### src/dma_pkg.sv
/*
  Shared widths, types and encodings of the DMA write path.
  Data bus is fixed at 32 bits, so one beat moves 4 bytes.
  axi_aw_t follows the AXI4 field widths (3-bit size, 2-bit burst).
  Every burst carries the single ID DMA_ID.
*/
`default_nettype none

package dma_pkg;

    // Bus widths
    localparam int ADDR_W         = 32;
    localparam int DATA_W         = 32;
    localparam int STRB_W         = DATA_W / 8;
    localparam int ID_W           = 4;
    localparam int LEN_W          = 8;
    localparam int BEAT_BYTES_LOG = $clog2(STRB_W);

    // Fixed transaction ID for all DMA bursts
    localparam logic [ID_W-1:0] DMA_ID = 4'd1;

    typedef logic [ADDR_W-1:0] addr_t;
    typedef logic [DATA_W-1:0] data_t;
    typedef logic [STRB_W-1:0] strb_t;
    // AXI len, beats minus one
    typedef logic [LEN_W-1:0]  axlen_t;
    // Transfer length in bytes
    typedef logic [31:0]       dma_len_t;

    typedef enum logic [1:0] {
        OKAY   = 2'b00,
        EXOKAY = 2'b01,
        SLVERR = 2'b10,
        DECERR = 2'b11
    } axi_resp_t;

    typedef enum logic [1:0] {SPLIT_IDLE, SPLIT_ISSUE, SPLIT_DRAIN, SPLIT_IRQ} split_state_t;
    typedef enum logic [1:0] {WM_IDLE, WM_ADDR, WM_DATA} wm_state_t;

    typedef struct packed {
        addr_t    addr;
        dma_len_t len;
    } dma_desc_t;

    typedef struct packed {
        addr_t  addr;
        axlen_t len;
    } burst_cmd_t;

    typedef struct packed {
        logic [ID_W-1:0] id;
        addr_t           addr;
        axlen_t          len;
        logic [2:0]      size;
        logic [1:0]      burst;
    } axi_aw_t;

    typedef struct packed {
        data_t data;
        strb_t strb;
        logic  last;
    } axi_w_t;

    typedef struct packed {
        logic [ID_W-1:0] id;
        axi_resp_t       resp;
    } axi_b_t;

    typedef struct packed {
        data_t data;
        strb_t strb;
    } usr_beat_t;

endpackage

`default_nettype wire

### src/axi_write_master.sv
/*
  AXI4 write master for one burst at a time on AW and W.
  Up to MAX_OUTSTANDING bursts may wait for their B response.
  User beats pass straight to W; the user must hold valid and data
  until usr_wready, or W breaks the AXI stability rule.
  A B with an unexpected ID is reported as DECERR.
*/
`timescale 1ns/1ps
`default_nettype none

module axi_write_master import dma_pkg::*; #(
    parameter int MAX_OUTSTANDING = 4
) (
    input  logic       aclk,
    input  logic       arst_n,
    input  burst_cmd_t q_cmd,
    input  logic       q_valid,
    output logic       q_ready,
    input  usr_beat_t  usr_w,
    input  logic       usr_wvalid,
    output logic       usr_wready,
    output axi_aw_t    aw,
    output logic       awvalid,
    input  logic       awready,
    output axi_w_t     w,
    output logic       wvalid,
    input  logic       wready,
    input  axi_b_t     b,
    input  logic       bvalid,
    output logic       bready,
    output logic       burst_done,
    output axi_resp_t  burst_resp
);

    localparam int OUT_W = $clog2(MAX_OUTSTANDING + 1);
    localparam logic [OUT_W-1:0] OUT_MAX = OUT_W'(MAX_OUTSTANDING);

    wm_state_t        state;
    burst_cmd_t       cmd_q;
    axlen_t           beat_cnt;
    logic [OUT_W-1:0] out_cnt;

    logic             pop;
    logic             aw_hs;
    logic             w_hs;
    logic             w_last;
    logic             b_hs;

    // B is always accepted
    assign bready = 1'b1;
    assign b_hs   = bvalid & bready;

    // Pop only with room for one more outstanding burst
    assign q_ready = (state == WM_IDLE) && (out_cnt < OUT_MAX);
    assign pop     = q_valid & q_ready;

    // AW from the latched command, full-width beats, INCR
    assign awvalid = (state == WM_ADDR);
    assign aw_hs   = awvalid & awready;
    assign aw = '{
        id:    DMA_ID,
        addr:  cmd_q.addr,
        len:   cmd_q.len,
        size:  3'(BEAT_BYTES_LOG),
        burst: 2'b01
    };

    // W follows the user stream in WM_DATA
    assign w_last     = (beat_cnt == '0);
    assign wvalid     = (state == WM_DATA) & usr_wvalid;
    assign usr_wready = (state == WM_DATA) & wready;
    assign w_hs       = wvalid & wready;
    assign w = '{data: usr_w.data, strb: usr_w.strb, last: w_last};

    // Command latch
    always_ff @(posedge aclk) begin
        if (pop) begin
            cmd_q <= q_cmd;
        end
    end

    // FSM and beat countdown
    always_ff @(posedge aclk or negedge arst_n) begin
        if (!arst_n) begin
            state    <= WM_IDLE;
            beat_cnt <= '0;
        end else begin
            case (state)
                WM_IDLE: begin
                    if (pop) begin
                        state <= WM_ADDR;
                    end
                end
                WM_ADDR: begin
                    if (aw_hs) begin
                        state    <= WM_DATA;
                        beat_cnt <= cmd_q.len;
                    end
                end
                WM_DATA: begin
                    if (w_hs) begin
                        if (w_last) begin
                            state <= WM_IDLE;
                        end else begin
                            beat_cnt <= beat_cnt - 1'b1;
                        end
                    end
                end
                default: state <= WM_IDLE;
            endcase
        end
    end

    // Outstanding bursts, counted from pop to B
    always_ff @(posedge aclk or negedge arst_n) begin
        if (!arst_n) begin
            out_cnt <= '0;
        end else begin
            if (pop && !b_hs) begin
                out_cnt <= out_cnt + 1'b1;
            end else if (b_hs && !pop) begin
                out_cnt <= out_cnt - 1'b1;
            end
        end
    end

    // One pulse per accepted B
    always_ff @(posedge aclk or negedge arst_n) begin
        if (!arst_n) begin
            burst_done <= 1'b0;
        end else begin
            burst_done <= b_hs;
        end
    end

    // Response travels with the pulse
    always_ff @(posedge aclk) begin
        if (b_hs) begin
            burst_resp <= (b.id != DMA_ID) ? DECERR : b.resp;
        end
    end

endmodule

`default_nettype wire

### src/burst_cmd_fifo.sv
/*
  Registered circular FIFO for burst commands.
  FIFO_DEPTH must be at least 2; any value, not only powers of two.
  Output shows a command one cycle after it is written.
*/
`timescale 1ns/1ps
`default_nettype none

module burst_cmd_fifo import dma_pkg::*; #(
    parameter int FIFO_DEPTH = 4
) (
    input  logic       aclk,
    input  logic       arst_n,
    input  burst_cmd_t wr_cmd,
    input  logic       wr_valid,
    output logic       wr_ready,
    output burst_cmd_t rd_cmd,
    output logic       rd_valid,
    input  logic       rd_ready
);

    localparam int PTR_W = $clog2(FIFO_DEPTH);
    localparam int CNT_W = $clog2(FIFO_DEPTH + 1);
    localparam logic [PTR_W-1:0] PTR_LAST = PTR_W'(FIFO_DEPTH - 1);
    localparam logic [CNT_W-1:0] CNT_FULL = CNT_W'(FIFO_DEPTH);

    burst_cmd_t       mem [FIFO_DEPTH];
    logic [PTR_W-1:0] wr_ptr;
    logic [PTR_W-1:0] rd_ptr;
    logic [CNT_W-1:0] count;
    logic             push;
    logic             pop;

    assign wr_ready = (count != CNT_FULL);
    assign rd_valid = (count != '0);
    assign rd_cmd   = mem[rd_ptr];

    assign push = wr_valid & wr_ready;
    assign pop  = rd_valid & rd_ready;

    // Storage
    always_ff @(posedge aclk) begin
        if (push) begin
            mem[wr_ptr] <= wr_cmd;
        end
    end

    // Pointers wrap at the last entry
    always_ff @(posedge aclk or negedge arst_n) begin
        if (!arst_n) begin
            wr_ptr <= '0;
            rd_ptr <= '0;
            count  <= '0;
        end else begin
            if (push) begin
                wr_ptr <= (wr_ptr == PTR_LAST) ? '0 : wr_ptr + 1'b1;
            end
            if (pop) begin
                rd_ptr <= (rd_ptr == PTR_LAST) ? '0 : rd_ptr + 1'b1;
            end
            // Simultaneous push and pop leaves count alone
            if (push && !pop) begin
                count <= count + 1'b1;
            end else if (pop && !push) begin
                count <= count - 1'b1;
            end
        end
    end

endmodule

`default_nettype wire

### src/burst_splitter.sv
/*
  Cuts one descriptor into INCR bursts of at most BURST_BEATS beats.
  No burst crosses a window of BURST_BEATS beats, which also keeps
  every burst inside a 4 KB page for BURST_BEATS up to 256.
  Start address and length must be beat aligned; length must be nonzero.
  A new descriptor is taken only after irq_w1c has cleared irq.
*/
`timescale 1ns/1ps
`default_nettype none

module burst_splitter import dma_pkg::*; #(
    parameter int BURST_BEATS = 16
) (
    input  logic       aclk,
    input  logic       arst_n,
    input  dma_desc_t  desc,
    input  logic       desc_valid,
    output logic       desc_ready,
    output burst_cmd_t cmd,
    output logic       cmd_valid,
    input  logic       cmd_ready,
    input  logic       burst_done,
    input  axi_resp_t  burst_resp,
    output logic       irq,
    input  logic       irq_w1c,
    output axi_resp_t  err
);

    // Beat offset inside the burst window
    localparam dma_len_t WIN_MASK = dma_len_t'(BURST_BEATS - 1);

    split_state_t state;
    addr_t        cur_addr;
    dma_len_t     rem_beats;
    dma_len_t     issued_cnt;
    dma_len_t     done_cnt;
    axi_resp_t    err_q;

    dma_len_t     win_off;
    dma_len_t     to_bound;
    dma_len_t     beats_now;
    logic         desc_hs;
    logic         cmd_hs;
    logic         last_cmd;

    assign desc_ready = (state == SPLIT_IDLE);
    assign cmd_valid  = (state == SPLIT_ISSUE);
    assign irq        = (state == SPLIT_IRQ);
    assign err        = err_q;

    assign desc_hs = desc_valid & desc_ready;
    assign cmd_hs  = cmd_valid & cmd_ready;

    // Beats left before the next window boundary
    assign win_off   = dma_len_t'(cur_addr >> BEAT_BYTES_LOG) & WIN_MASK;
    assign to_bound  = dma_len_t'(BURST_BEATS) - win_off;
    // Nearer of boundary and transfer end
    assign beats_now = (rem_beats < to_bound) ? rem_beats : to_bound;
    assign last_cmd  = (rem_beats == beats_now);

    // Held while cmd_valid waits, cur_addr only moves on handshake
    assign cmd = '{addr: cur_addr, len: axlen_t'(beats_now - 1'b1)};

    // Walk address and remaining beats
    always_ff @(posedge aclk) begin
        if (desc_hs) begin
            cur_addr  <= desc.addr;
            rem_beats <= desc.len >> BEAT_BYTES_LOG;
        end else if (cmd_hs) begin
            cur_addr  <= cur_addr + addr_t'(beats_now << BEAT_BYTES_LOG);
            rem_beats <= rem_beats - beats_now;
        end
    end

    // Burst bookkeeping and first error
    always_ff @(posedge aclk or negedge arst_n) begin
        if (!arst_n) begin
            issued_cnt <= '0;
            done_cnt   <= '0;
            err_q      <= OKAY;
        end else if (desc_hs) begin
            issued_cnt <= '0;
            done_cnt   <= '0;
            err_q      <= OKAY;
        end else begin
            if (cmd_hs) begin
                issued_cnt <= issued_cnt + 1'b1;
            end
            if (burst_done) begin
                done_cnt <= done_cnt + 1'b1;
                // Keep only the first bad response
                if (err_q == OKAY && burst_resp != OKAY) begin
                    err_q <= burst_resp;
                end
            end
        end
    end

    // Main FSM
    always_ff @(posedge aclk or negedge arst_n) begin
        if (!arst_n) begin
            state <= SPLIT_IDLE;
        end else begin
            case (state)
                SPLIT_IDLE: begin
                    if (desc_hs) begin
                        state <= SPLIT_ISSUE;
                    end
                end
                SPLIT_ISSUE: begin
                    // Last command out, wait for its B
                    if (cmd_hs && last_cmd) begin
                        state <= SPLIT_DRAIN;
                    end
                end
                SPLIT_DRAIN: begin
                    if (burst_done && (done_cnt + 1'b1 == issued_cnt)) begin
                        state <= SPLIT_IRQ;
                    end
                end
                SPLIT_IRQ: begin
                    if (irq_w1c) begin
                        state <= SPLIT_IDLE;
                    end
                end
                default: state <= SPLIT_IDLE;
            endcase
        end
    end

endmodule

`default_nettype wire

### src/dma_write_top.sv
/*
  DMA write path: descriptor in, AXI4 write bursts out.
  One clock domain; read path and sideband signals are not provided.
  Send exactly desc.len bytes of user beats for each descriptor.
  irq marks the end of a transfer and err holds its first bad response.
*/
`timescale 1ns/1ps
`default_nettype none

module dma_write_top import dma_pkg::*; #(
    parameter int BURST_BEATS     = 16,
    parameter int FIFO_DEPTH      = 4,
    parameter int MAX_OUTSTANDING = 4
) (
    input  logic      aclk,
    input  logic      arst_n,
    // Descriptor
    input  dma_desc_t desc,
    input  logic      desc_valid,
    output logic      desc_ready,
    // User write data
    input  usr_beat_t usr_w,
    input  logic      usr_wvalid,
    output logic      usr_wready,
    // AXI write channels
    output axi_aw_t   aw,
    output logic      awvalid,
    input  logic      awready,
    output axi_w_t    w,
    output logic      wvalid,
    input  logic      wready,
    input  axi_b_t    b,
    input  logic      bvalid,
    output logic      bready,
    // Completion
    output logic      irq,
    input  logic      irq_w1c,
    output axi_resp_t err
);

    // Splitter to FIFO
    burst_cmd_t cmd;
    logic       cmd_valid;
    logic       cmd_ready;
    // FIFO to master
    burst_cmd_t q_cmd;
    logic       q_valid;
    logic       q_ready;
    // Master back to splitter
    logic       burst_done;
    axi_resp_t  burst_resp;

    burst_splitter #(
        .BURST_BEATS (BURST_BEATS)
    ) u_splitter (
        .aclk       (aclk),
        .arst_n     (arst_n),
        .desc       (desc),
        .desc_valid (desc_valid),
        .desc_ready (desc_ready),
        .cmd        (cmd),
        .cmd_valid  (cmd_valid),
        .cmd_ready  (cmd_ready),
        .burst_done (burst_done),
        .burst_resp (burst_resp),
        .irq        (irq),
        .irq_w1c    (irq_w1c),
        .err        (err)
    );

    burst_cmd_fifo #(
        .FIFO_DEPTH (FIFO_DEPTH)
    ) u_fifo (
        .aclk     (aclk),
        .arst_n   (arst_n),
        .wr_cmd   (cmd),
        .wr_valid (cmd_valid),
        .wr_ready (cmd_ready),
        .rd_cmd   (q_cmd),
        .rd_valid (q_valid),
        .rd_ready (q_ready)
    );

    axi_write_master #(
        .MAX_OUTSTANDING (MAX_OUTSTANDING)
    ) u_master (
        .aclk       (aclk),
        .arst_n     (arst_n),
        .q_cmd      (q_cmd),
        .q_valid    (q_valid),
        .q_ready    (q_ready),
        .usr_w      (usr_w),
        .usr_wvalid (usr_wvalid),
        .usr_wready (usr_wready),
        .aw         (aw),
        .awvalid    (awvalid),
        .awready    (awready),
        .w          (w),
        .wvalid     (wvalid),
        .wready     (wready),
        .b          (b),
        .bvalid     (bvalid),
        .bready     (bready),
        .burst_done (burst_done),
        .burst_resp (burst_resp)
    );

endmodule

`default_nettype wire

### config.mk
export PLATFORM = sky130hd
export DESIGN_NAME = dma_write_top
export DESIGN_NICKNAME = d
export VERILOG_FILES = /design/src/dma_pkg.sv /design/src/axi_write_master.sv /design/src/burst_cmd_fifo.sv /design/src/burst_splitter.sv /design/src/dma_write_top.sv
export SDC_FILE = /design/constraint.sdc
export NUM_CORES = 1
export LEC_CHECK = 0
export BUFFER_PORTS_ARGS = -buffer_cell sky130_fd_sc_hd__buf_4
export CORE_MARGIN = 2
export CORE_UTILIZATION = 60
export CTS_CLUSTER_DIAMETER = 120
export DETAILED_ROUTE_END_ITERATION = 10
export PLACE_DENSITY = 0.82
export SLEW_MARGIN = 20
export SYNTH_ARGS = -nofsm -noshare
export SYNTH_HDL_FRONTEND = slang
export SYNTH_SLANG_ARGS = --single-unit
### constraint.sdc
create_clock -name aclk -period 18.5 [get_ports aclk]
set_input_delay 3.7 -clock aclk [delete_from_list [all_inputs] [get_ports aclk]]
set_output_delay 3.7 -clock aclk [all_outputs]
set_load 0.02 [all_outputs]
After elaboration in Yosys (flattened, before gate mapping)
Memories as Yosys holds them, arrays and structs flattened. A register that Yosys moved wholly into a read port is not among the register bits.
Cells that the tools add are included.
{"block": "classes", "n_mul": 0, "n_bitwise": 7, "n_mux": 34, "n_reduce_logical": 27, "order_cmp": 2, "add_sub_neg": 13, "div_mod_pow": 0, "eq_ne": 20, "shift": 0}
{"op": "32-bit 2-to-1 mux", "n": 7}
{"op": "32-bit by 1-bit adder with 32-bit output (second input constant)", "n": 2}
{"op": "32-bit equality test", "n": 2}
{"op": "30-bit 2-to-1 mux", "n": 2}
{"op": "32-bit adder", "n": 1}
{"op": "32-bit < comparator", "n": 1}
{"op": "32-bit subtractor", "n": 1}
{"op": "2-bit 2-to-1 mux", "n": 13}
{"op": "8-bit 2-to-1 mux", "n": 3}
{"op": "8-bit case mux with 2 select lines", "n": 1}
{"op": "8-bit by 1-bit subtractor with 8-bit output (second input constant)", "n": 2}
{"op": "2-bit nonzero test", "n": 7}
{"op": "3-bit 2-to-1 mux", "n": 4}
{"op": "4-bit AND reduction", "n": 3}
{"op": "2-bit equality test (second input constant)", "n": 5}
{"op": "2-bit inequality test (second input constant)", "n": 5}
{"op": "1-bit logical AND", "n": 8}
{"op": "8-bit zero test", "n": 1}
{"op": "2-bit by 1-bit inequality test with 1-bit output (second input constant)", "n": 4}
{"op": "2-bit case mux with 4 select lines", "n": 1}
{"op": "1-bit AND", "n": 7}
{"op": "3-bit by 1-bit adder with 3-bit output (second input constant)", "n": 2}
{"op": "2-bit zero test", "n": 3}
{"op": "2-bit case mux with 3 select lines", "n": 1}
{"op": "other kinds (11)", "n": 17}
{"block": "word_totals", "wordCells": 119, "ramBits": 160, "romBits": 0, "n_memories": 1, "regBits": 155, "latchBits": 0}
{"name": "u_fifo.mem", "depth": 4, "width": 40, "rd": 1, "rd_clocked_by_memory_dff": 1, "wr": 1, "line": "burst_cmd_fifo.sv:27", "source": "burst_cmd_t mem [FIFO_DEPTH];"}

Depth between registers and ports, before layout
Gate-level depths: netlist of run 1.
{"block": "depth", "depth_word": 7, "depth_mapped": 23}

Cells and area by module
A second synthesis of run 1 with hierarchy kept.
{"block": "unflattened", "cells_unflattened": 1521, "hier_area_um2": 18452.7}
{"mod": "burst_splitter", "area_per_inst_um2": 9628.0, "n_inst": 1, "cells_each": 1090}
{"mod": "burst_cmd_fifo", "area_per_inst_um2": 6264.8, "n_inst": 1, "cells_each": 247}
{"mod": "axi_write_master", "area_per_inst_um2": 2560.0, "n_inst": 1, "cells_each": 184}

Least setup slack after synthesis of run 1
Ideal clock, no wire load.
{"block": "synth_timing", "path_type": "input to output", "startpoint": "input wready", "endpoint": "output usr_wready", "t_arrival_ns": 3.910, "stages": 1, "slack_ns": 10.890, "cell_sequence": "and2_1"}
{"block": "synth_via", "elab_chain_cells": 1}
{"element": "start: declaration", "line": "dma_write_top.sv:31", "source": "input logic wready,"}
{"element": "1-bit AND", "line": "axi_write_master.sv:71", "source": "assign usr_wready = (state == WM_DATA) & wready;"}
{"element": "end: declaration", "line": "dma_write_top.sv:24", "source": "output logic usr_wready,"}
Every way passes these cells.

Worst setup path in the final report of run 1
{"block": "layout_timing", "startpoint": "input usr_wvalid", "endpoint": "output wvalid"}
{"block": "layout_via", "elab_chain_cells": 1}
{"element": "start: declaration", "line": "dma_write_top.sv:23", "source": "input logic usr_wvalid,"}
{"element": "1-bit AND", "line": "axi_write_master.sv:70", "source": "assign wvalid = (state == WM_DATA) & usr_wvalid;"}
{"element": "end: declaration", "line": "dma_write_top.sv:30", "source": "output logic wvalid,"}
Every way passes these cells.

==> run metrics, run 1 <==
Post-Syn Area=0.0181 mm²; Vias/cell=6.17; Post-CTS Setup Bufs=0; Area Overhead vs Synth=12.8%; Tmin final=7.79 ns; port bufs=123; Via Count=12600; hold crit path type=register to register; Register Area=0.0102 mm²; Setup TNS Final=0 ns; Num CTS Buffers=38; power per cell area=97.2 mW/mm²; first-pass GRT wire length=65200 µm; Worst Clk Skew=0.0211 ns; chip height=178 µm; total congestion overflow=0; Clock Latency Late Sink=0.54 ns; Final Hold Fails=0; crit path launch type=input pin; WP data required=14.80 ns; critical path peak fanout=3; Synth area leader=edfxtp_1; critical path class=input pin to primary output; Seq/Total Area, Yosys=0.562; Final Cycle Share=0.421; worst-margin pin slew=1.03 ns; synthesis-stage register bit count=355; Hold Buf Count CTS=0; share of cells above drive strength 1=0.158; largest net degree at the start of global routing=67; setup violators final=0; clk root buf=clkbuf_16; First-pass DRT Iterations=7; Worst Setup End Kind=primary output; final wirelength=40400 µm; post-synthesis cell count=1536; DR iter-0 viols=1289; Horiz. Die Dim=178 µm; fmax=128 MHz; Initial Util=0.611; Peak VDD IR=0.0000595 V; yosys warns=0; GRT Util Overall=0.260; Layout fillers=2029; H-tree level count=2; ys flop type=edfxtp_1; Async S/R FF share, synth=0.251; Max-Cap Viols=0; clock sink total=355; DP HPWL=26200 µm; Post-synth EDFFs=264; synth top area cells=edfxtp_1 44%, dfrtp_1 12%, mux4_2 5.0%; Slew HR=0.305; status=completed; Synth cell types=72; Die Area=0.0317 mm²; vias in the first global route=12500; Total Nets Final=1794; Yosys top cell area share=0.437; antenna violations before repair=0; routed length per placed instance=19.8 µm; post-place setup slack=10.71 ns; Slew Limit Fails=0; hold slack=0.502 ns; Clock transition at path regs=0.06 ns; DRT antenna net count=0; setup slack after layout=10.71 ns; post-route DRC violation count=0; Lkg Pwr=7.70 nW; FP Rows=63; GPL Wtd Cong=0.895; Antenna Cells=0; CTS resizes=0; RSZ-0062 raised after global routing=false; clk buf depth=3; TritonCTS clock tree=yes; R2R setup slack=12.33 ns; Post-Syn Area per Cell=11.8 µm²; Worst EP arrival=4.09 ns; footprint of the multi-input gates=0.00730 mm²; io pins=208; Core Area=0.0297 mm²
[final cells by class]
class                      count  area share
clock inverter                23      0.0150
timing repair buffer         131      0.0481
multi-input combinational   1052       0.357
tap                          390      0.0238
sequential                   355       0.498
clock buffer                  47      0.0496
inverter                      46     0.00850
[layout by cell type, fill, tap and decap left out, types with 8 or more instances in the layout]
cell type | synthesis | routed
nand3_1 | 36 | 36
a21o_1 | 13 | 13
or3_1 | 33 | 33
a31oi_1 | 29 | 29
o31ai_1 | 19 | 19
mux4_2 | 40 | 40
edfxtp_1 | 264 | 264
dfrtp_1 | 89 | 88
a21oi_1 | 78 | 78
and3_1 | 15 | 15
nor4_1 | 16 | 15
nor2_1 | 152 | 152
clkbuf_16 | 0 | 38
o21ai_0 | 74 | 74
nand4_1 | 22 | 22
nand2_1 | 94 | 92
xor2_1 | 55 | 55
buf_4 | 49 | 131
and2_1 | 13 | 9
ha_1 | 52 | 52
nor2b_1 | 12 | 12
nor3_1 | 37 | 37
xnor2_1 | 76 | 76
nand2b_1 | 14 | 14
a211oi_1 | 8 | 8
conb_1 | 2 | 33
inv_1 | 46 | 45
or4_1 | 21 | 21
[cell usage after synthesis, types with 14 or more instances]
cell and instances:
a31oi_1 29, nor4_1 16, nand3_1 36, clkbuf_1 52
buf_4 49, or3_1 33, nor3_1 37, and3_1 15
a21oi_1 78, nand4_1 22, o21ai_0 74, nand2_1 94
dfrtp_1 89, mux4_2 40, xor2_1 55, ha_1 52
edfxtp_1 264, inv_1 46, nor2_1 152, nand2b_1 14
o31ai_1 19, xnor2_1 76, or4_1 21
[power breakdown]
part | internal (mW) | switching [mW]
sequential | 0.889 | 0.0645
combinational | 0.107 | 0.125
clock | 0.490 | 0.314
[through the flow]
stage	area [µm²]	power, mW	util	std cells
floorplan	18300	1.14	-	1567
global placement	19100	1.18	0.644	1974
detailed placement	19100	1.19	0.644	1974
CTS	20500	1.99	0.689	2044
global route	20500	2.07	0.689	2044
finish	20500	1.99	0.689	2044
[worst max-delay path, cell delays in order]
cell and delay, ns:
buf_4 0.12, and2_1 0.13, buf_4 0.15
[cell families (layout without fill, tap and decap cells)]
group | count (synthesis) | after routing | share of synthesized area
xor+xnor | 131 | 131 | 0.0632
flops | 355 | 355 | 0.562
simple gates | 501 | 501 | 0.139
fa+ha+maj | 56 | 56 | 0.0403
buf+inv | 160 | 247 | 0.0438
compound gates | 279 | 279 | 0.0951
mux | 52 | 52 | 0.0567
other cells | 2 | 33 | 0.000414
[metal layers]
metal,wire length (µm),vias to the layer above,track usage
met3,2640,90,0.0420
li1,-,5806,-
met2,19900,527,0.427
met5,0,-,0
met1,16700,6183,0.357
met4,1150,0,0.0840
[final timing paths]
kind	end	cells past startpoint	startpoint
max	wvalid	3	usr_wvalid
min	u_fifo.count[2]	1	u_fifo.count[2]
max reg2reg	u_splitter.cur_addr[29]	16	u_splitter.rem_beats[14]
min reg2reg	u_fifo.count[2]	1	u_fifo.count[2]
max in group asynchronous	u_fifo.rd_ptr[0]	2	arst_n
min in group asynchronous	u_splitter.issued_cnt[14]	1	arst_n
[flip-flops by register name (all words and copies together), names as in the netlist]
signal                 count
u_master.beat_cnt          8
u_master.out_cnt           3
u_fifo.wr_ptr              2
u_master.state             2
u_fifo.mem               160
u_fifo.rd_ptr              2
u_master.burst_done        1
u_splitter.err             2
u_splitter.rem_beats      32
u_splitter.state           2
u_master.burst_resp        2
u_splitter.issued_cnt     32
u_fifo.count               3
u_splitter.done_cnt       32
u_splitter.cur_addr       32
u_master.aw               40
No activity file was read; power rests on OpenSTA's default activity.
==> run 2, diff against run 1 <==
--- a/config.mk
+++ b/config.mk
@@ -5,12 +5,13 @@
 export SDC_FILE = /design/constraint.sdc
 export NUM_CORES = 1
 export LEC_CHECK = 0
+export ABC_AREA = 1
 export BUFFER_PORTS_ARGS = -buffer_cell sky130_fd_sc_hd__buf_4
 export CORE_MARGIN = 2
 export CORE_UTILIZATION = 60
 export CTS_CLUSTER_DIAMETER = 120
 export DETAILED_ROUTE_END_ITERATION = 10
-export PLACE_DENSITY = 0.82
+export PLACE_DENSITY = 0.81
 export SLEW_MARGIN = 20
 export SYNTH_ARGS = -nofsm -noshare
 export SYNTH_HDL_FRONTEND = slang
==> constraint.sdc (replaced) <==
create_clock -name aclk -period 7.9 [get_ports aclk]
set_input_delay 1.58 -clock aclk [delete_from_list [all_inputs] [get_ports aclk]]
set_output_delay 1.58 -clock aclk [all_outputs]
set_load 0.02 [all_outputs]
==> run 2 against run 1 <==
Die area is 5.4% higher. Combinational power grew to 13 times the previous value. Synthesized cell count grew 40%. Cell count grew 32%. Worst hold slack improved by 0.011 ns. Clock skew increased by 0.0050 ns. Worst setup slack worse by 7.6 ns. Clock power rose by 140%. Via count up 23%. Critical endpoint is now u_splitter.cur_addr[30].
==> run metrics, run 2 <==
clock sink total=355 (unchanged); yosys warns=0 (unchanged); H-tree level count=2 (unchanged); Tmin final=4.82 ns; Clock Latency Late Sink=0.55 ns (about the same); Post-Syn Area per Cell=8.88 µm² (-25%); Vias/cell=5.78 (-6.2%); Clock transition at path regs=0.06 ns (about the same); DR iter-0 viols=1363 (+5.7%); crit path launch type=register; Num CTS Buffers=39 (+2.6%); Final Cycle Share=0.610; FP Rows=65 (+3.2%); Area Overhead vs Synth=12.7% (about the same); First-pass DRT Iterations=6 (-1); worst-margin pin slew=0.933 ns (-0.101 ns); Via Count=15600 (+23%); Total Nets Final=2431 (+36%); chip height=183 µm (+2.6%); clk root buf=clkbuf_16; first-pass GRT wire length=76600 µm (+17%); critical path peak fanout=14 (+11); clk buf depth=3 (unchanged); Synth cell types=51 (-29%); CTS resizes=0 (unchanged); Post-Syn Area=0.0191 mm² (+5.5%); Layout fillers=2425 (+20%); Worst Setup End Kind=register; Finished Cell Area=0.0216 mm² (+5.4%); WP data required=8.15 ns (-6.65 ns); Worst EP arrival=5.07 ns (+0.98 ns); Peak VDD IR=0.000324 V (+450%); Slew Limit Fails=0 (unchanged); Post-CTS Setup Bufs=0 (unchanged); Hold Buf Count CTS=0 (unchanged); Initial Util=0.608 (-0.00244); fmax=207 MHz; TritonCTS clock tree=yes; RSZ-0062 raised after global routing=false; Final Hold Fails=0 (unchanged); Placed Area=0.0202 mm² (+5.7%); DP HPWL=33000 µm (+26%); ys flop type=edfxtp_1; CP max-delay cell=o31ai_1; Die Area=0.0334 mm² (+5.4%); Lkg Pwr=8.61 nW (+12%); DRT antenna net count=0 (unchanged); Seq/Total Area, Yosys=0.533 (-0.0292); Yosys top cell area share=0.414 (-0.0227); antenna violations before repair=0 (unchanged); Worst Clk Skew=0.0261 ns (+0.00498 ns); hold slack=0.514 ns (+0.0115 ns); Async S/R FF share, synth=0.251 (unchanged); vias in the first global route=15000 (+20%); max reg flops=160 (unchanged); most frequent cells in the layout=464 x nand2_1, 275 x nor2_1, 264 x edfxtp_1, 193 x inv_1, 184 x o21ai_0; crit path cell chain=inv_1 -> ha_1 -> nand3_1 -> ha_1 -> nor3_1 -> nand3_1 -> nor2_2 -> nand2_2 -> o21ai_0 -> inv_2 -> fa_1 -> o31ai_1 -> nand3_1 -> nand3_1 -> a31oi_1 -> xor2_1 -> o21ai_0; GPL Wtd Cong=0.944 (+5.5%); largest net degree at the start of global routing=95 (+42%); synth top area cells=edfxtp_1 41%, dfrtp_1 12%, nand2_1 9.1%; slowest stage delay, CP=0.59 ns (+0.44 ns); post-route DRC violation count=0 (unchanged); Slew HR=0.374 (+0.0699); status=completed; Synth area leader=edfxtp_1; Setup TNS Final=0 ns (unchanged); io pins=208 (unchanged); routed length per placed instance=18.0 µm (-9.2%); top post-synthesis cells by count=466 x nand2_1, 279 x nor2_1, 264 x edfxtp_1, 194 x inv_1, 184 x o21ai_0; port bufs=123 (unchanged); most flop-heavy register=u_fifo.mem; critical path class=register to register; Inst Count DP=2622 (+33%); Antenna Cells=0 (unchanged); synthesis-stage register bit count=355 (unchanged); setup violators final=0 (unchanged); share of cells above drive strength 1=0.114 (-0.0434); Non-Filler Instances=2692 (+32%); hold crit path type=register to register; Core Area=0.0315 mm² (+5.9%); Horiz. Die Dim=183 µm (+2.6%); top-count cell post-synth=nand2_1; power per cell area=382 mW/mm² (+290%); GRT Util Overall=0.290 (+0.0299); final wirelength=48300 µm (+20%); total congestion overflow=0 (unchanged); Overall Power=8.24 mW (+310%); Post-synth EDFFs=264 (unchanged); commonest non-fill, non-tap cell in the layout=nand2_1; Max-Cap Viols=0 (unchanged); most frequent CP cell=nand3_1; post-synthesis cell count=2157 (+40%)
## run 2: changes by cell type in the layout (fill, tap and decap cells not counted), sizes merged, moves of 24 or more
cell and change:
nand2 +383, a21oi -24, inv +155, o21ai +125, xnor2 -65, nor2 +139
o22ai +65, mux4 -40, nand3 +97, or3 -34
## run 2: cell families (layout without fill, tap and decap cells)
group	count (synthesis)	count (layout)	synth area share
buffers and inverters	311	413	0.0714
AO/OA/AOI/OAI	354	354	0.102
other	2	33	0.000392
multiplexers	2	2	0.00118
XOR/XNOR	52	52	0.0245
adder cells (fa/ha/maj)	56	56	0.0382
AND/OR/NAND/NOR	1025	1025	0.230
flip-flops	355	355	0.533
## run 2: metrics by stage
| stage | utilization | worst slack, ns |
|---|---|---|
| 6_report | 0.686 | 3.08 |
| 5_1_grt | 0.686 | 2.75 |
| 4_1_cts | 0.685 | 3.16 |
| 3_5_place_dp | 0.643 | 3.17 |
| 3_3_place_gp | 0.643 | 3.28 |
| 2_1_floorplan | - | 1.64 |
## run 2: path summary, 6_finish.rpt
path | startpoint | to | slack (ns) | depth (start not counted)
setup / recovery | u_splitter.cur_addr[3] | u_splitter.cur_addr[30] | 3.08 | 17
hold / removal | u_master.out_cnt[0] | u_master.out_cnt[0] | 0.51 | 1
setup reg to reg | u_splitter.cur_addr[3] | u_splitter.cur_addr[30] | 3.08 | 17
hold reg to reg | u_master.out_cnt[0] | u_master.out_cnt[0] | 0.51 | 1
max in group asynchronous | arst_n | u_fifo.rd_ptr[0] | 5.68 | 2
min in group asynchronous | arst_n | u_splitter.done_cnt[5] | 0.96 | 1
## run 2: report_power, final
part | total (mW) | internal [mW] | switching [mW]
registers | 3.22 | 2.83 | 0.390
logic | 3.13 | 1.01 | 2.13
clock network | 1.89 | 1.13 | 0.762
## run 2: area by class of cell
type | instances | area [µm²] | share of cell area
sequential | 355 | 10200 | 0.473
multi-input combinational | 1522 | 7750 | 0.359
clock buffer | 45 | 1020 | 0.0472
timing repair buffer | 135 | 1010 | 0.0470
inverter | 208 | 781 | 0.0362
tap | 402 | 503 | 0.0233
clock inverter | 25 | 312 | 0.0144
## run 2: critical path, delay by kind of cell, from the launching register on
| kind | cells | cell delay, ns |
|---|---|---|
| fa+ha+maj | 3 | 0.95 |
| buf+inv | 2 | 0.36 |
| xor+xnor | 1 | 0.16 |
| compound gates | 4 | 1.37 |
| flops | 1 | 0.52 |
| simple gates | 7 | 1.15 |
## run 2: layer usage
| layer | up-vias | GRT usage | part of all wire |
|---|---|---|---|
| met2 | 661 | 0.476 | 0.47 |
| met4 | 0 | 0.0894 | 0.026 |
| li1 | 7489 | - | - |
| met3 | 114 | 0.0361 | 0.073 |
| met1 | 7304 | 0.408 | 0.43 |
| met5 | - | 0 | 0 |
==> run 3, diff against run 2 <==
--- a/config.mk
+++ b/config.mk
@@ -5,13 +5,13 @@
 export SDC_FILE = /design/constraint.sdc
 export NUM_CORES = 1
 export LEC_CHECK = 0
-export ABC_AREA = 1
+export ABC_AREA = 0
 export BUFFER_PORTS_ARGS = -buffer_cell sky130_fd_sc_hd__buf_4
 export CORE_MARGIN = 2
-export CORE_UTILIZATION = 60
+export CORE_UTILIZATION = 59
 export CTS_CLUSTER_DIAMETER = 120
 export DETAILED_ROUTE_END_ITERATION = 10
-export PLACE_DENSITY = 0.81
+export PLACE_DENSITY = 0.8
 export SLEW_MARGIN = 20
 export SYNTH_ARGS = -nofsm -noshare
 export SYNTH_HDL_FRONTEND = slang
==> constraint.sdc (replaced) <==
create_clock -name aclk -period 4.6 [get_ports aclk]
set_input_delay 0.92 -clock aclk [delete_from_list [all_inputs] [get_ports aclk]]
set_output_delay 0.92 -clock aclk [all_outputs]
set_load 0.02 [all_outputs]
==> run 3 against run 2 <==
The flow now finishes with violations (negative setup slack). Routed wire length decreased by 11%. Non-clock buffer count grew 73. Clock skew decreased by 0.0046 ns. Critical path depth rose by 3. Total power is 6.2% lower. Critical path type unchanged.
==> run metrics, run 3 (synthesized netlist as in run 1, its figures left out) <==
RSZ-0062 raised after global routing=true; Clock transition at path regs=0.06 ns (about the same); vias in the first global route=12700 (-15%); most frequent cells in the layout=264 x edfxtp_1, 205 x buf_4, 150 x nor2_1, 92 x nand2_1, 88 x dfrtp_1; met1 usage=0.361 (-0.0470); clk buf depth=3 (unchanged); Int Pwr=5.73 mW (+16%); post-route DRC violation count=0 (unchanged); DP HPWL=26900 µm (-18%); Worst Clk Skew=0.0215 ns (-0.00460 ns); Hold Buf Count CTS=0 (unchanged); critical path peak fanout=4 (-10); GRT Util Overall=0.263 (-0.0276); Critical R2R Launch=u_splitter.rem_beats[18]; Die Area=0.0322 mm² (-3.5%); hold crit path type=register to register; Total Nets Final=1872 (-23%); commonest non-fill, non-tap cell in the layout=edfxtp_1; Lkg Pwr=8.06 nW (-6.3%); power share of the combinational group=0.124 (-0.256); chip height=179 µm (-1.8%); most flop-heavy register=u_fifo.mem; M2 GR Usage=0.438 (-0.0377); post-place setup slack=-0.285 ns (-3.46 ns); Num CTS Buffers=37 (-5.1%); clock sink total=355 (unchanged); Inst Count DP=2037 (-22%); total congestion overflow=0 (unchanged); Setup TNS Final=-0.331 ns (-0.331 ns); Non-Filler Instances=2126 (-21%); max reg flops=160 (unchanged); Initial Util=0.596 (-0.0118); Flop pwr share=0.496 (+0.106); Worst Setup End Kind=register; Slew HR=0.212 (-0.162); first-pass GRT wire length=66400 µm (-13%); Via Count=13000 (-17%); TritonCTS clock tree=yes; Slew Limit Fails=0 (unchanged); routed length per placed instance=20.1 µm (+12%); DR iter-0 viols=1199 (-12%); fmax=213 MHz (+2.8%); Core Area=0.0304 mm² (-3.3%); Max-Cap Viols=0 (unchanged); Peak VDD IR=0.000242 V (-25%); Clock Power Share=0.380 (+0.151); largest net degree at the start of global routing=80 (-16%); status=finished, violations left; final wirelength=42800 µm (-11%); crit path launch type=register; share of cells above drive strength 1=0.218 (+0.104); First-pass DRT Iterations=5 (-1); Clock Latency Late Sink=0.53 ns (-0.02 ns); H-tree level count=2 (unchanged); GPL Wtd Cong=0.900 (-4.6%); GR peak layer=met2; Area Overhead vs Synth=16.9%; worst-margin pin slew=1.18 ns (+0.249 ns); Psw=1.99 mW (-39%); Tmin final=4.69 ns (-0.133 ns); Final Core Density=0.697 (+0.0115); switching portion of total power=0.258 (-0.140); DRT antenna net count=0 (unchanged); WP data required=4.84 ns (-3.31 ns); HP Start=u_splitter.rem_beats[31]; critical path class=register to register; Vias/cell=6.09 (+5.3%); setup slack after layout=-0.0879 ns (-3.17 ns); Worst EP arrival=4.92 ns (-0.15 ns); Final Hold Fails=0 (unchanged); power per cell area=364 mW/mm² (-4.6%); Final Cycle Share=1.02 (+0.409); failing checks=negative setup slack; Worst Setup SP=u_splitter.rem_beats[18]; setup violators final=7 (+7); Horiz. Die Dim=179 µm (-1.8%); io pins=208 (unchanged); FP Rows=64 (-1.5%); clk root buf=clkbuf_16; port bufs=123 (unchanged); antenna violations before repair=0 (unchanged); met3 Resource Use GR=0.0367 (+0.000588); Antenna Cells=0 (unchanged)
==> run 3: metrics by stage <==
stage,hold slack (ns),instance area (µm²),power [mW]
2_1_floorplan,0.452,18300,4.60
3_3_place_gp,0.465,19600,4.77
3_5_place_dp,0.477,19600,4.81
4_1_cts,0.486,21000,7.74
5_1_grt,0.519,21200,8.04
6_report,0.497,21200,7.73
==> run 3: power groups by stage <==
stage / sequential, mW / combinational, mW / clock, mW
floorplan: 3.76 / 0.841 / 0
global placement: 3.88 / 0.886 / 0
detailed placement: 3.89 / 0.926 / 0
CTS: 3.83 / 0.936 / 2.97
global route: 3.86 / 1.07 / 3.10
finish: 3.83 / 0.956 / 2.94
==> run 3: path summary, 6_finish.rpt <==
| kind | end | slack [ns] | depth (start not counted) |
|---|---|---|---|
| setup reg to reg | u_splitter.cur_addr[28] | -0.09 | 20 |
| max in group asynchronous | u_splitter.issued_cnt[19] | 3.17 | 2 |
| setup / recovery | u_splitter.cur_addr[28] | -0.09 | 20 |
| hold reg to reg | u_splitter.rem_beats[31] | 0.50 | 2 |
| hold / removal | u_splitter.rem_beats[31] | 0.50 | 2 |
| min in group asynchronous | u_splitter.issued_cnt[12] | 0.53 | 1 |
==> run 3: layout make-up <==
type / instances / area (µm²)
sequential: 355 / 10200
tap: 396 / 495
clock inverter: 15 / 156
clock buffer: 52 / 1020
timing repair buffer: 208 / 1570
multi-input combinational: 1054 / 7600
fill: 2068 / 9220
inverter: 46 / 174
==> run 3: repair_timing <==
action	4_1_cts	5_1_grt
gates cloned	0	2
pin swaps	18	14
gates resized for setup	30	24
setup endpoints to repair	29	43
buffers inserted	14	7
==> run 3: critical path, cell delays in order (launching register included) <==
cell	delay, ns
edfxtp_1	0.39
or4_4	0.54
or3_4	0.39
or4_4	0.46
a21oi_4	0.21
buf_4	0.18
a21oi_2	0.07
inv_2	0.07
ha_2	0.19
inv_2	0.05
fa_2	0.39
nor2b_4	0.19
o31ai_4	0.09
a211oi_2	0.23
buf_4	0.15
o211a_1	0.18
buf_4	0.13
o21ai_4	0.06
o21bai_1	0.18
xnor2_1	0.14
o21ai_0	0.08
==> run 3: per-layer routing <==
metal,routed length (µm),vias to the layer above
met5,0,-
li1,-,5965
met3,2640,92
met1,17900,6419
met4,1040,0
met2,21200,475
